--- config.mk ---
export PLATFORM = sky130hd
export DESIGN_NAME = dcache_top
export DESIGN_NICKNAME = d
export VERILOG_FILES = /design/src/logic/dcache_pkg.sv /design/src/logic/dcache_top.sv /design/src/logic/dcache_ctrl.sv /design/src/logic/flush_walker.sv /design/src/logic/dcache_data.sv /design/src/logic/dcache_tags.sv
export SDC_FILE = /design/constraint.sdc
export NUM_CORES = 2
export LEC_CHECK = 0
export BUFFER_PORTS_ARGS = -buffer_cell sky130_fd_sc_hd__clkbuf_2
export CAP_MARGIN = 5
export CORE_MARGIN = 4
export CORE_UTILIZATION = 60
export CTS_CLUSTER_SIZE = 25
export DETAILED_ROUTE_END_ITERATION = 7
export PLACE_DENSITY = 0.8
export SLEW_MARGIN = 20
export SYNTH_ARGS = -nofsm -noshare
export SYNTH_HDL_FRONTEND = slang
export SYNTH_SLANG_ARGS = --single-unit
--- constraint.sdc ---
create_clock -name CLK -period 4.8 [get_ports CLK]
set_input_delay 0.48 -clock CLK [delete_from_list [all_inputs] [get_ports CLK]]
set_output_delay 0.48 -clock CLK [all_outputs]
set_load 0.03 [all_outputs]
--- src/logic/dcache_pkg.sv ---
package dcache_pkg;

   // core and memory bus widths
   localparam int ADDR_W = 32;
   localparam int WORD_W = 32;

   // default geometry, 8 sets
   localparam int INDEX_W = 3;

   // byte offset (2) plus word-in-block (1), index sits right above
   localparam int OFFSET_W = 3;

   typedef logic [WORD_W-1:0] word_t;   // data word
   typedef logic [ADDR_W-1:0] addr_t;   // byte address

   // controller states
   typedef enum logic [3:0] {
      IDLE,        // serve hits, decide on misses
      WB0,         // victim write-back, requested word
      WB1,         // victim write-back, other word
      FETCH0,      // fill, requested word
      FETCH1,      // fill, other word, frame becomes valid
      FLUSH_SCAN,  // look at frame under cursor
      FLUSH_WB0,   // dirty frame word 0
      FLUSH_WB1,   // dirty frame word 1
      FLUSH_DONE   // parked until reset
   } cache_state_t;

endpackage
--- src/logic/dcache_top.sv ---
`timescale 1ns/1ps

module dcache_top #(
   parameter int INDEX_W = dcache_pkg::INDEX_W
) (
   input  logic              CLK,
   input  logic              nRST,
   input  logic              dmem_ren,
   input  logic              dmem_wen,
   input  dcache_pkg::addr_t dmem_addr,
   input  dcache_pkg::word_t dmem_store,
   input  logic              halt,
   output logic              dhit,
   output dcache_pkg::word_t dmem_load,
   output logic              flushed,
   input  logic              dwait,
   input  dcache_pkg::word_t dload,
   output logic              dren,
   output logic              dwen,
   output dcache_pkg::addr_t daddr,
   output dcache_pkg::word_t dstore
);
   localparam int TAG_W = dcache_pkg::ADDR_W - INDEX_W - dcache_pkg::OFFSET_W;

   // ctrl to tags
   dcache_pkg::addr_t  lookup_addr;
   logic [INDEX_W-1:0] scan_set, clear_set;
   logic scan_way, fill_en, fill_way, mark_dirty, dirty_way;
   logic clear_dirty, clear_way, touch_en, touch_way;
   // tags to ctrl
   logic hit, hit_way, victim_way, victim_dirty, scan_dirty;
   logic [TAG_W-1:0] victim_tag, scan_tag;
   // data ports
   logic [INDEX_W-1:0] rd_set, wr_set;
   logic rd_way, rd_word, wr_en, wr_way, wr_word;
   dcache_pkg::word_t  wr_data, rd_data;
   // walker
   logic [INDEX_W-1:0] cur_set;
   logic cur_way, done, start, advance;

   dcache_ctrl #(.INDEX_W(INDEX_W)) i_ctrl (.*);

   dcache_tags #(.INDEX_W(INDEX_W)) i_tags (.*);

   dcache_data #(.INDEX_W(INDEX_W)) i_data (.*);

   flush_walker #(.INDEX_W(INDEX_W)) i_walker (.*);

endmodule

--- src/logic/dcache_ctrl.sv ---
`timescale 1ns/1ps

module dcache_ctrl #(
   parameter int INDEX_W = dcache_pkg::INDEX_W,
   localparam int TAG_W = dcache_pkg::ADDR_W - INDEX_W - dcache_pkg::OFFSET_W
) (
   input  logic               CLK,
   input  logic               nRST,
   input  logic               dmem_ren,
   input  logic               dmem_wen,
   input  dcache_pkg::addr_t  dmem_addr,
   input  dcache_pkg::word_t  dmem_store,
   input  logic               halt,
   output logic               dhit,
   output dcache_pkg::word_t  dmem_load,
   output logic               flushed,
   input  logic               dwait,
   input  dcache_pkg::word_t  dload,
   output logic               dren,
   output logic               dwen,
   output dcache_pkg::addr_t  daddr,
   output dcache_pkg::word_t  dstore,
   input  logic               hit,
   input  logic               hit_way,
   input  logic               victim_way,
   input  logic               victim_dirty,
   input  logic [TAG_W-1:0]   victim_tag,
   input  logic               scan_dirty,
   input  logic [TAG_W-1:0]   scan_tag,
   input  dcache_pkg::word_t  rd_data,
   input  logic [INDEX_W-1:0] cur_set,
   input  logic               cur_way,
   input  logic               done,
   output dcache_pkg::addr_t  lookup_addr,
   output logic [INDEX_W-1:0] scan_set,
   output logic               scan_way,
   output logic               fill_en,
   output logic               fill_way,
   output logic               mark_dirty,
   output logic               dirty_way,
   output logic               clear_dirty,
   output logic               clear_way,
   output logic [INDEX_W-1:0] clear_set,
   output logic               touch_en,
   output logic               touch_way,
   output logic [INDEX_W-1:0] rd_set,
   output logic               rd_way,
   output logic               rd_word,
   output logic               wr_en,
   output logic [INDEX_W-1:0] wr_set,
   output logic               wr_way,
   output logic               wr_word,
   output dcache_pkg::word_t  wr_data,
   output logic               start,
   output logic               advance
);
   dcache_pkg::cache_state_t state_q, next_state;

   logic [INDEX_W-1:0] req_set;
   logic req_word, req, idle, req_hit;
   logic fetching, writing_back, flush_wb, second, way_sel;

   assign req_set  = dmem_addr[INDEX_W+dcache_pkg::OFFSET_W-1:dcache_pkg::OFFSET_W];
   assign req_word = dmem_addr[dcache_pkg::OFFSET_W-1];
   assign req      = dmem_ren || dmem_wen;

   assign idle         = state_q == dcache_pkg::IDLE;
   assign fetching     = state_q inside {dcache_pkg::FETCH0, dcache_pkg::FETCH1};
   assign writing_back = state_q inside {dcache_pkg::WB0, dcache_pkg::WB1};
   assign flush_wb     = state_q inside {dcache_pkg::FLUSH_WB0, dcache_pkg::FLUSH_WB1};
   // second word of a two-word transfer
   assign second  = state_q inside {dcache_pkg::WB1, dcache_pkg::FETCH1, dcache_pkg::FLUSH_WB1};
   assign req_hit = idle && req && hit;
   assign way_sel = idle ? hit_way : victim_way;  // victim outside idle

   // core side, combinational in idle
   assign dhit      = req_hit;
   assign dmem_load = (req_hit && dmem_ren) ? rd_data : '0;
   assign flushed   = state_q == dcache_pkg::FLUSH_DONE;

   // tag array strobes
   assign lookup_addr = dmem_addr;
   assign scan_set    = cur_set;
   assign scan_way    = cur_way;
   assign touch_en    = req_hit;
   assign touch_way   = hit_way;
   assign mark_dirty  = req_hit && dmem_wen;
   assign dirty_way   = hit_way;
   assign fill_en     = (state_q == dcache_pkg::FETCH1) && !dwait;  // frame valid on last word
   assign fill_way    = victim_way;
   assign clear_dirty = (state_q == dcache_pkg::FLUSH_WB1) && !dwait;
   assign clear_set   = cur_set;
   assign clear_way   = cur_way;

   // storage ports, flush walks by cursor, word 0 first
   assign rd_set  = flush_wb ? cur_set : req_set;
   assign rd_way  = flush_wb ? cur_way : way_sel;
   assign rd_word = flush_wb ? second : (req_word ^ second);  // requested word first
   assign wr_en   = (req_hit && dmem_wen) || (fetching && !dwait);
   assign wr_set  = req_set;
   assign wr_way  = way_sel;
   assign wr_word = req_word ^ second;
   assign wr_data = idle ? dmem_store : dload;

   // walker control
   assign start   = idle && halt;
   assign advance = ((state_q == dcache_pkg::FLUSH_SCAN) && !done && !scan_dirty)
                    || clear_dirty;

   // memory port, never read and write together
   assign dren   = fetching;
   assign dwen   = writing_back || flush_wb;
   assign dstore = rd_data;
   assign daddr  = fetching
                   ? {dmem_addr[dcache_pkg::ADDR_W-1:dcache_pkg::OFFSET_W], rd_word, dmem_addr[1:0]}
                   : {(flush_wb ? scan_tag : victim_tag), rd_set, rd_word, 2'b00};

   always_comb
   begin
      next_state = state_q;  // dwait high holds the state
      case (state_q)
         dcache_pkg::IDLE:
         begin
            if (halt)
               next_state = dcache_pkg::FLUSH_SCAN;
            else if (req && !hit)
               next_state = victim_dirty ? dcache_pkg::WB0 : dcache_pkg::FETCH0;
         end
         dcache_pkg::WB0:
            if (!dwait)
               next_state = dcache_pkg::WB1;
         dcache_pkg::WB1:
            if (!dwait)
               next_state = dcache_pkg::FETCH0;
         dcache_pkg::FETCH0:
            if (!dwait)
               next_state = dcache_pkg::FETCH1;
         dcache_pkg::FETCH1:
            if (!dwait)
               next_state = dcache_pkg::IDLE;  // request hits next cycle
         dcache_pkg::FLUSH_SCAN:
         begin
            if (done)
               next_state = dcache_pkg::FLUSH_DONE;
            else if (scan_dirty)
               next_state = dcache_pkg::FLUSH_WB0;
         end
         dcache_pkg::FLUSH_WB0:
            if (!dwait)
               next_state = dcache_pkg::FLUSH_WB1;
         dcache_pkg::FLUSH_WB1:
            if (!dwait)
               next_state = dcache_pkg::FLUSH_SCAN;
         dcache_pkg::FLUSH_DONE:
            next_state = dcache_pkg::FLUSH_DONE;  // only reset leaves
         default:
            next_state = dcache_pkg::IDLE;
      endcase
   end

   always_ff @(posedge CLK, negedge nRST)
   begin
      if (nRST == 1'b0)
         state_q <= dcache_pkg::IDLE;
      else
         state_q <= next_state;
   end

endmodule

--- src/logic/flush_walker.sv ---
`timescale 1ns/1ps

module flush_walker #(
   parameter int INDEX_W = dcache_pkg::INDEX_W
) (
   input  logic               CLK,
   input  logic               nRST,
   input  logic               start,
   input  logic               advance,
   output logic [INDEX_W-1:0] cur_set,
   output logic               cur_way,
   output logic               done
);
   // {done, set, way}, way is the low bit so it steps first
   logic [INDEX_W+1:0] cursor_q;

   always_ff @(posedge CLK, negedge nRST)
   begin
      if (nRST == 1'b0)
      begin
         cursor_q <= '0;
      end
      else if (start)
      begin
         cursor_q <= '0;
      end
      else if (advance && !cursor_q[INDEX_W+1])
      begin
         cursor_q <= cursor_q + 1'b1;  // carry out of last set sets done
      end
   end

   assign cur_way = cursor_q[0];
   assign cur_set = cursor_q[INDEX_W:1];
   assign done    = cursor_q[INDEX_W+1];

endmodule

--- src/logic/dcache_data.sv ---
`timescale 1ns/1ps

module dcache_data #(
   parameter int INDEX_W = dcache_pkg::INDEX_W
) (
   input  logic               CLK,
   input  logic               nRST,
   input  logic [INDEX_W-1:0] rd_set,
   input  logic               rd_way,
   input  logic               rd_word,
   input  logic               wr_en,
   input  logic [INDEX_W-1:0] wr_set,
   input  logic               wr_way,
   input  logic               wr_word,
   input  dcache_pkg::word_t  wr_data,
   output dcache_pkg::word_t  rd_data
);
   localparam int SETS = 2**INDEX_W;

   // set, way, word in block
   dcache_pkg::word_t mem_q [SETS][2][2];

   // async read, hit data is ready in the request cycle
   assign rd_data = mem_q[rd_set][rd_way][rd_word];

   always_ff @(posedge CLK, negedge nRST)
   begin
      if (nRST == 1'b0)
      begin
         mem_q <= '{default: '0};
      end
      else if (wr_en)
      begin
         mem_q[wr_set][wr_way][wr_word] <= wr_data;  // store hit or fill word
      end
   end

endmodule

--- src/logic/dcache_tags.sv ---
`timescale 1ns/1ps

module dcache_tags #(
   parameter int INDEX_W = dcache_pkg::INDEX_W,
   localparam int TAG_W = dcache_pkg::ADDR_W - INDEX_W - dcache_pkg::OFFSET_W
) (
   input  logic               CLK,
   input  logic               nRST,
   input  dcache_pkg::addr_t  lookup_addr,
   input  logic [INDEX_W-1:0] scan_set,
   input  logic               scan_way,
   input  logic               fill_en,
   input  logic               fill_way,
   input  logic               mark_dirty,
   input  logic               dirty_way,
   input  logic               clear_dirty,
   input  logic               clear_way,
   input  logic [INDEX_W-1:0] clear_set,
   input  logic               touch_en,
   input  logic               touch_way,
   output logic               hit,
   output logic               hit_way,
   output logic               victim_way,
   output logic               victim_dirty,
   output logic [TAG_W-1:0]   victim_tag,
   output logic               scan_dirty,
   output logic [TAG_W-1:0]   scan_tag
);
   localparam int SETS = 2**INDEX_W;

   logic [TAG_W-1:0]   tag_q [SETS][2];  // per frame
   logic [1:0]         valid_q [SETS];   // one bit per way
   logic [1:0]         dirty_q [SETS];
   logic [SETS-1:0]    lru_q;            // names the way to evict next
   logic [INDEX_W-1:0] idx;
   logic [TAG_W-1:0]   tag;
   logic [1:0]         match;

   assign idx = lookup_addr[INDEX_W+dcache_pkg::OFFSET_W-1:dcache_pkg::OFFSET_W];
   assign tag = lookup_addr[dcache_pkg::ADDR_W-1:INDEX_W+dcache_pkg::OFFSET_W];

   // compare both ways of the indexed set
   assign match[0] = valid_q[idx][0] && (tag_q[idx][0] == tag);
   assign match[1] = valid_q[idx][1] && (tag_q[idx][1] == tag);
   assign hit      = |match;
   assign hit_way  = match[1];  // way 0 unless way 1 matched

   assign victim_way   = lru_q[idx];
   assign victim_dirty = valid_q[idx][victim_way] && dirty_q[idx][victim_way];
   assign victim_tag   = tag_q[idx][victim_way];

   // frame under the flush cursor
   assign scan_dirty = valid_q[scan_set][scan_way] && dirty_q[scan_set][scan_way];
   assign scan_tag   = tag_q[scan_set][scan_way];

   always_ff @(posedge CLK, negedge nRST)
   begin
      if (nRST == 1'b0)
      begin
         valid_q <= '{default: '0};
         dirty_q <= '{default: '0};
         lru_q   <= '0;
      end
      else
      begin
         if (fill_en)
         begin
            valid_q[idx][fill_way] <= 1'b1;
            dirty_q[idx][fill_way] <= 1'b0;  // fresh block is clean
            lru_q[idx]             <= ~fill_way;
         end
         if (touch_en)
            lru_q[idx] <= ~touch_way;  // other way goes next
         if (mark_dirty)
            dirty_q[idx][dirty_way] <= 1'b1;
         if (clear_dirty)
            dirty_q[clear_set][clear_way] <= 1'b0;  // written back during flush
      end
   end

   // tag written on fill only
   always_ff @(posedge CLK)
   begin
      if (fill_en)
         tag_q[idx][fill_way] <= tag;
   end

endmodule

==> impl_metrics.csv <==
group,metric,value,unit
run_status,outcome,"finished with violations",
run_status,violations,"negative setup slack",
setup_path,worst_r2r_path_depth,15,
logic_synthesis,synth_area_per_cell,11.6,um^2
setup_path,rr_startpoint,"i_tags.tag_q[5][20]",
clocking,cts_tree,"built",
global_routing,grt_pass1_vias,58700,
global_routing,grt_max_degree,119,
logic_synthesis,ys_seq_area_frac,0.548,
logic_synthesis,synth_seq_cells,1489,
floorplanning,start_util,0.607,
final_layout,drive_above_1_share,0.234,
clocking,cts_root_buf,"clkbuf_16",
logic_synthesis,synth_top_area_frac,0.374,
timing,post-route-min-period,5320,ps
timing,finClkSkew,35.1,ps
timing,worst_pin_slew,1160,ps
final_layout,final_cell_mix,"1,219 x nor2_1, 1,116 x a21oi_1, 1,069 x dfrtp_1, 426 x mux2i_1, 416 x edfxtp_1",
placement,portBuffers,201,
detailed_routing,drc_errors,0,
logic_synthesis,synthMuxAreaShare,0.187,
floorplanning,dieArea,125000,um^2
detailed_routing,vias_per_cell,7.00,
power,ir_drop,1.19,mV
final_layout,final_common_cell,"nor2_1",
placement,place_area,77900,um^2
logic_synthesis,synth_compound_area_frac,0.126,
final_layout,fin_cells,8203,
power,cellLeakagePower,0.0355,uW
final_layout,postLayoutCellArea,84200,um^2
floorplanning,top_level_ports,202,
final_layout,fill_cells,7408,
setup_path,worstSetupEndpoint,"dmem_load[1]",
placement,dp_hpwl,145,mm
logic_synthesis,synth_fa_ha_area_frac,0.000174,
global_routing,grt_first_pass_wirelength,361,mm
final_layout,fin_nets,6579,
setup_path,path_class,"reg -> out",
min_path,min_from,"dmem_wen",
placement,gp_congestion,0.974,
global_routing,grt_overflow,0,
clocking,max-clock-path-buffers,3,
logic_synthesis,synthArstFlopShare,0.721,
floorplanning,std_cell_rows,126,
setup_path,r2r_setup_slack,210,ps
logic_synthesis,syn_nets,6294,
logic_synthesis,synth.area.top_cells,"dfrtp_1 37%, edfxtp_1 17%, mux4_2 11%",
logic_synthesis,yosys_warnings,0,
timing,max_freq,0.188,GHz
clocking,numCtsBuffers,151,
timing,fin_crit_sh,1.11,
global_routing,groute.usage.overall,0.382,
detailed_routing,routed_wl,242,mm
timing,slew_headroom,0.204,
floorplanning,die_h,354,um
detailed_routing,ant_nets,0,
clocking,htree_num_levels,4,
clocking,cts.sinks,1489,
min_path,min_path_type,"in -> reg",
setup_path,cp-end-kind,"primary output",
placement,dp_cells,7892,
detailed_routing,routedWlPerCell,29.5,um
timing,rsz0062_at_grt,"true",
setup_path,arrival,4840,ps
detailed_routing,drtPass1Iterations,8,
timing,hold_violations,0,
timing,drv_slew,0,
detailed_routing,drt_iter0_drc,8697,
clocking,clk_latency,810,ps
timing,hold_slack,145,ps
power,cellPowerDensity,677,nW/um^2
setup_path,cp.required,4320,ps
logic_synthesis,synthSimpleGateAreaFrac,0.0964,
detailed_routing,vias,57400,
setup_path,critical_path.startpoint,"i_tags.tag_q[5][20]",
logic_synthesis,synth_ff_type,"dfrtp_1",
logic_synthesis,synth_xor_xnor_area_share,0.00573,
logic_synthesis,synth_top_family_by_area,"multiplexers",
final_layout,syn_to_final_growth,17.2,%
setup_path,worstPathMaxFanout,7,
placement,dp_slack,-268,ps
logic_synthesis,synth_top_area_cell,"dfrtp_1",
logic_synthesis,synth_cell_types,78,
logic_synthesis,synth_edf_count,416,
timing,setup_ws,-524,ps
floorplanning,coreArea,118000,um^2
setup_path,start_kind,"flip-flop",
clocking,clkTransAtPathRegs,60,ps
global_routing,antenna_found_initial,7,
setup_path,rr_endpoint,"i_data.mem_q[47]",
job,drv_cap,0,
logic_synthesis,syn_inst,6191,
floorplanning,die_w,354,um
logic_synthesis,syn-cell-area,71800,um^2
timing,setup_viol,64,
[timing repair]
action / in CTS / in global routing
pin swaps: 29 / 36
gates cloned: 2 / 1
setup endpoints to repair: 64 / 65
hold buffers: 3 / 0
hold endpoints to repair: 95 / 0
setup buffers: 13 / 14
gates resized for setup: 143 / 93
[metrics by stage]
stage                     TNS [ps]  utilization  total power [uW]
after CTS                   -20030        0.708             55400
after global placement       -2340        0.658             41300
after floorplan                  0            -             33700
after global routing        -27550        0.711             59200
after detailed placement     -6500        0.658             42300
final                       -23160        0.711             57000
[routing by layer]
metal / global-route usage / share of wire / vias up / routed length, um
met3: 0.144 / 0.15 / 1109 / 37400
li1: - / - / 23200 / -
met4: 0.222 / 0.065 / 4 / 15900
met2: 0.570 / 0.45 / 4776 / 108000
met5: 0.00538 / 0.00011 / - / 27
met1: 0.479 / 0.33 / 28300 / 80900
[report_power, final]
group | total (uW) | switching, uW | internal [uW]
clock | 12200 | 5120 | 7130
sequential | 19200 | 2330 | 16800
combinational | 25600 | 14900 | 10700
total | 57000 | 22300 | 34600
[synth_stat cells (5+ instances only)]
library cell and instances:
a21oi_1 1118, nand4_1 8, a211oi_1 16, o21a_1 16, nor3_4 10, a211oi_4 15
nor2b_1 19, nand2_1 129, a21boi_0 5, a221oi_1 41, o32ai_1 32, a22o_1 14
o22ai_1 43, clkbuf_1 234, a22oi_1 52, o221ai_1 36, dfrtp_1 1073, edfxtp_1 416
nor3_1 35, or4_1 9, buf_1 109, nand3_1 14, buf_6 9, nand2b_1 14
a31oi_1 22, mux4_2 357, or2_2 15, a221o_1 14, o21ai_0 63, xor2_1 16
nor4_1 11, xnor2_1 31, buf_4 38, o31ai_1 6, mux2_2 71, buf_2 175
o211ai_1 16, inv_1 15, nor3_2 6, nor2_1 1230, and2_1 107, mux2i_1 459
[cell type report]
class                           count  area (um^2)  area share
Sequential cell                  1489        39400       0.467
Multi-Input combinational cell   4119        30700       0.364
Timing Repair Buffer              699         6920      0.0822
Clock buffer                      223         4550      0.0540
Tap cell                         1600         2000      0.0238
Clock inverter                     54          606     0.00719
Inverter                           16         67.6    0.000802
Antenna cell                        3         7.51   0.0000892
[registers in the layout, summed over array words and instances, names as in the netlist]
signal             flops
i_walker.cursor_q      5
i_ctrl.state_q         4
i_data.mem_q        1024
i_tags.dirty_q        16
i_tags.tag_q         416
i_tags.lru_q           8
i_tags.valid_q        16
[worst min-delay path by stage]
stage / endpoint / slack (ps) / cells after the start
2_1_floorplan: i_ctrl.state_q[0] / 180 / 0
3_3_place_gp: i_tags.valid_q[11] / 470 / 1
3_5_place_dp: i_tags.valid_q[9] / 470 / 1
4_1_cts: i_tags.dirty_q[8] / 90 / 3
5_1_grt: i_tags.dirty_q[8] / 150 / 3
6_report: i_tags.dirty_q[8] / 150 / 3
[cells by family after synthesis]
logic type / count (synthesis)
flops: 1489
fa+ha+maj: 1
buf+inv: 583
simple gates: 1632
compound gates: 1552
xor+xnor: 47
mux: 887
[critical path, cell delays in order (launching register included)]
cell      delay [ps]
edfxtp_1         400
mux4_2           490
mux2i_2          240
xnor2_1          180
nor4_1           300
buf_4            170
nand3_1          120
or4_4            660
buf_16           230
buf_12           140
mux2i_1          140
nor2_1            60
o32ai_2          420
buf_4            210
and2_4           150
buf_6            120
Power figures use the tool's default switching activity.
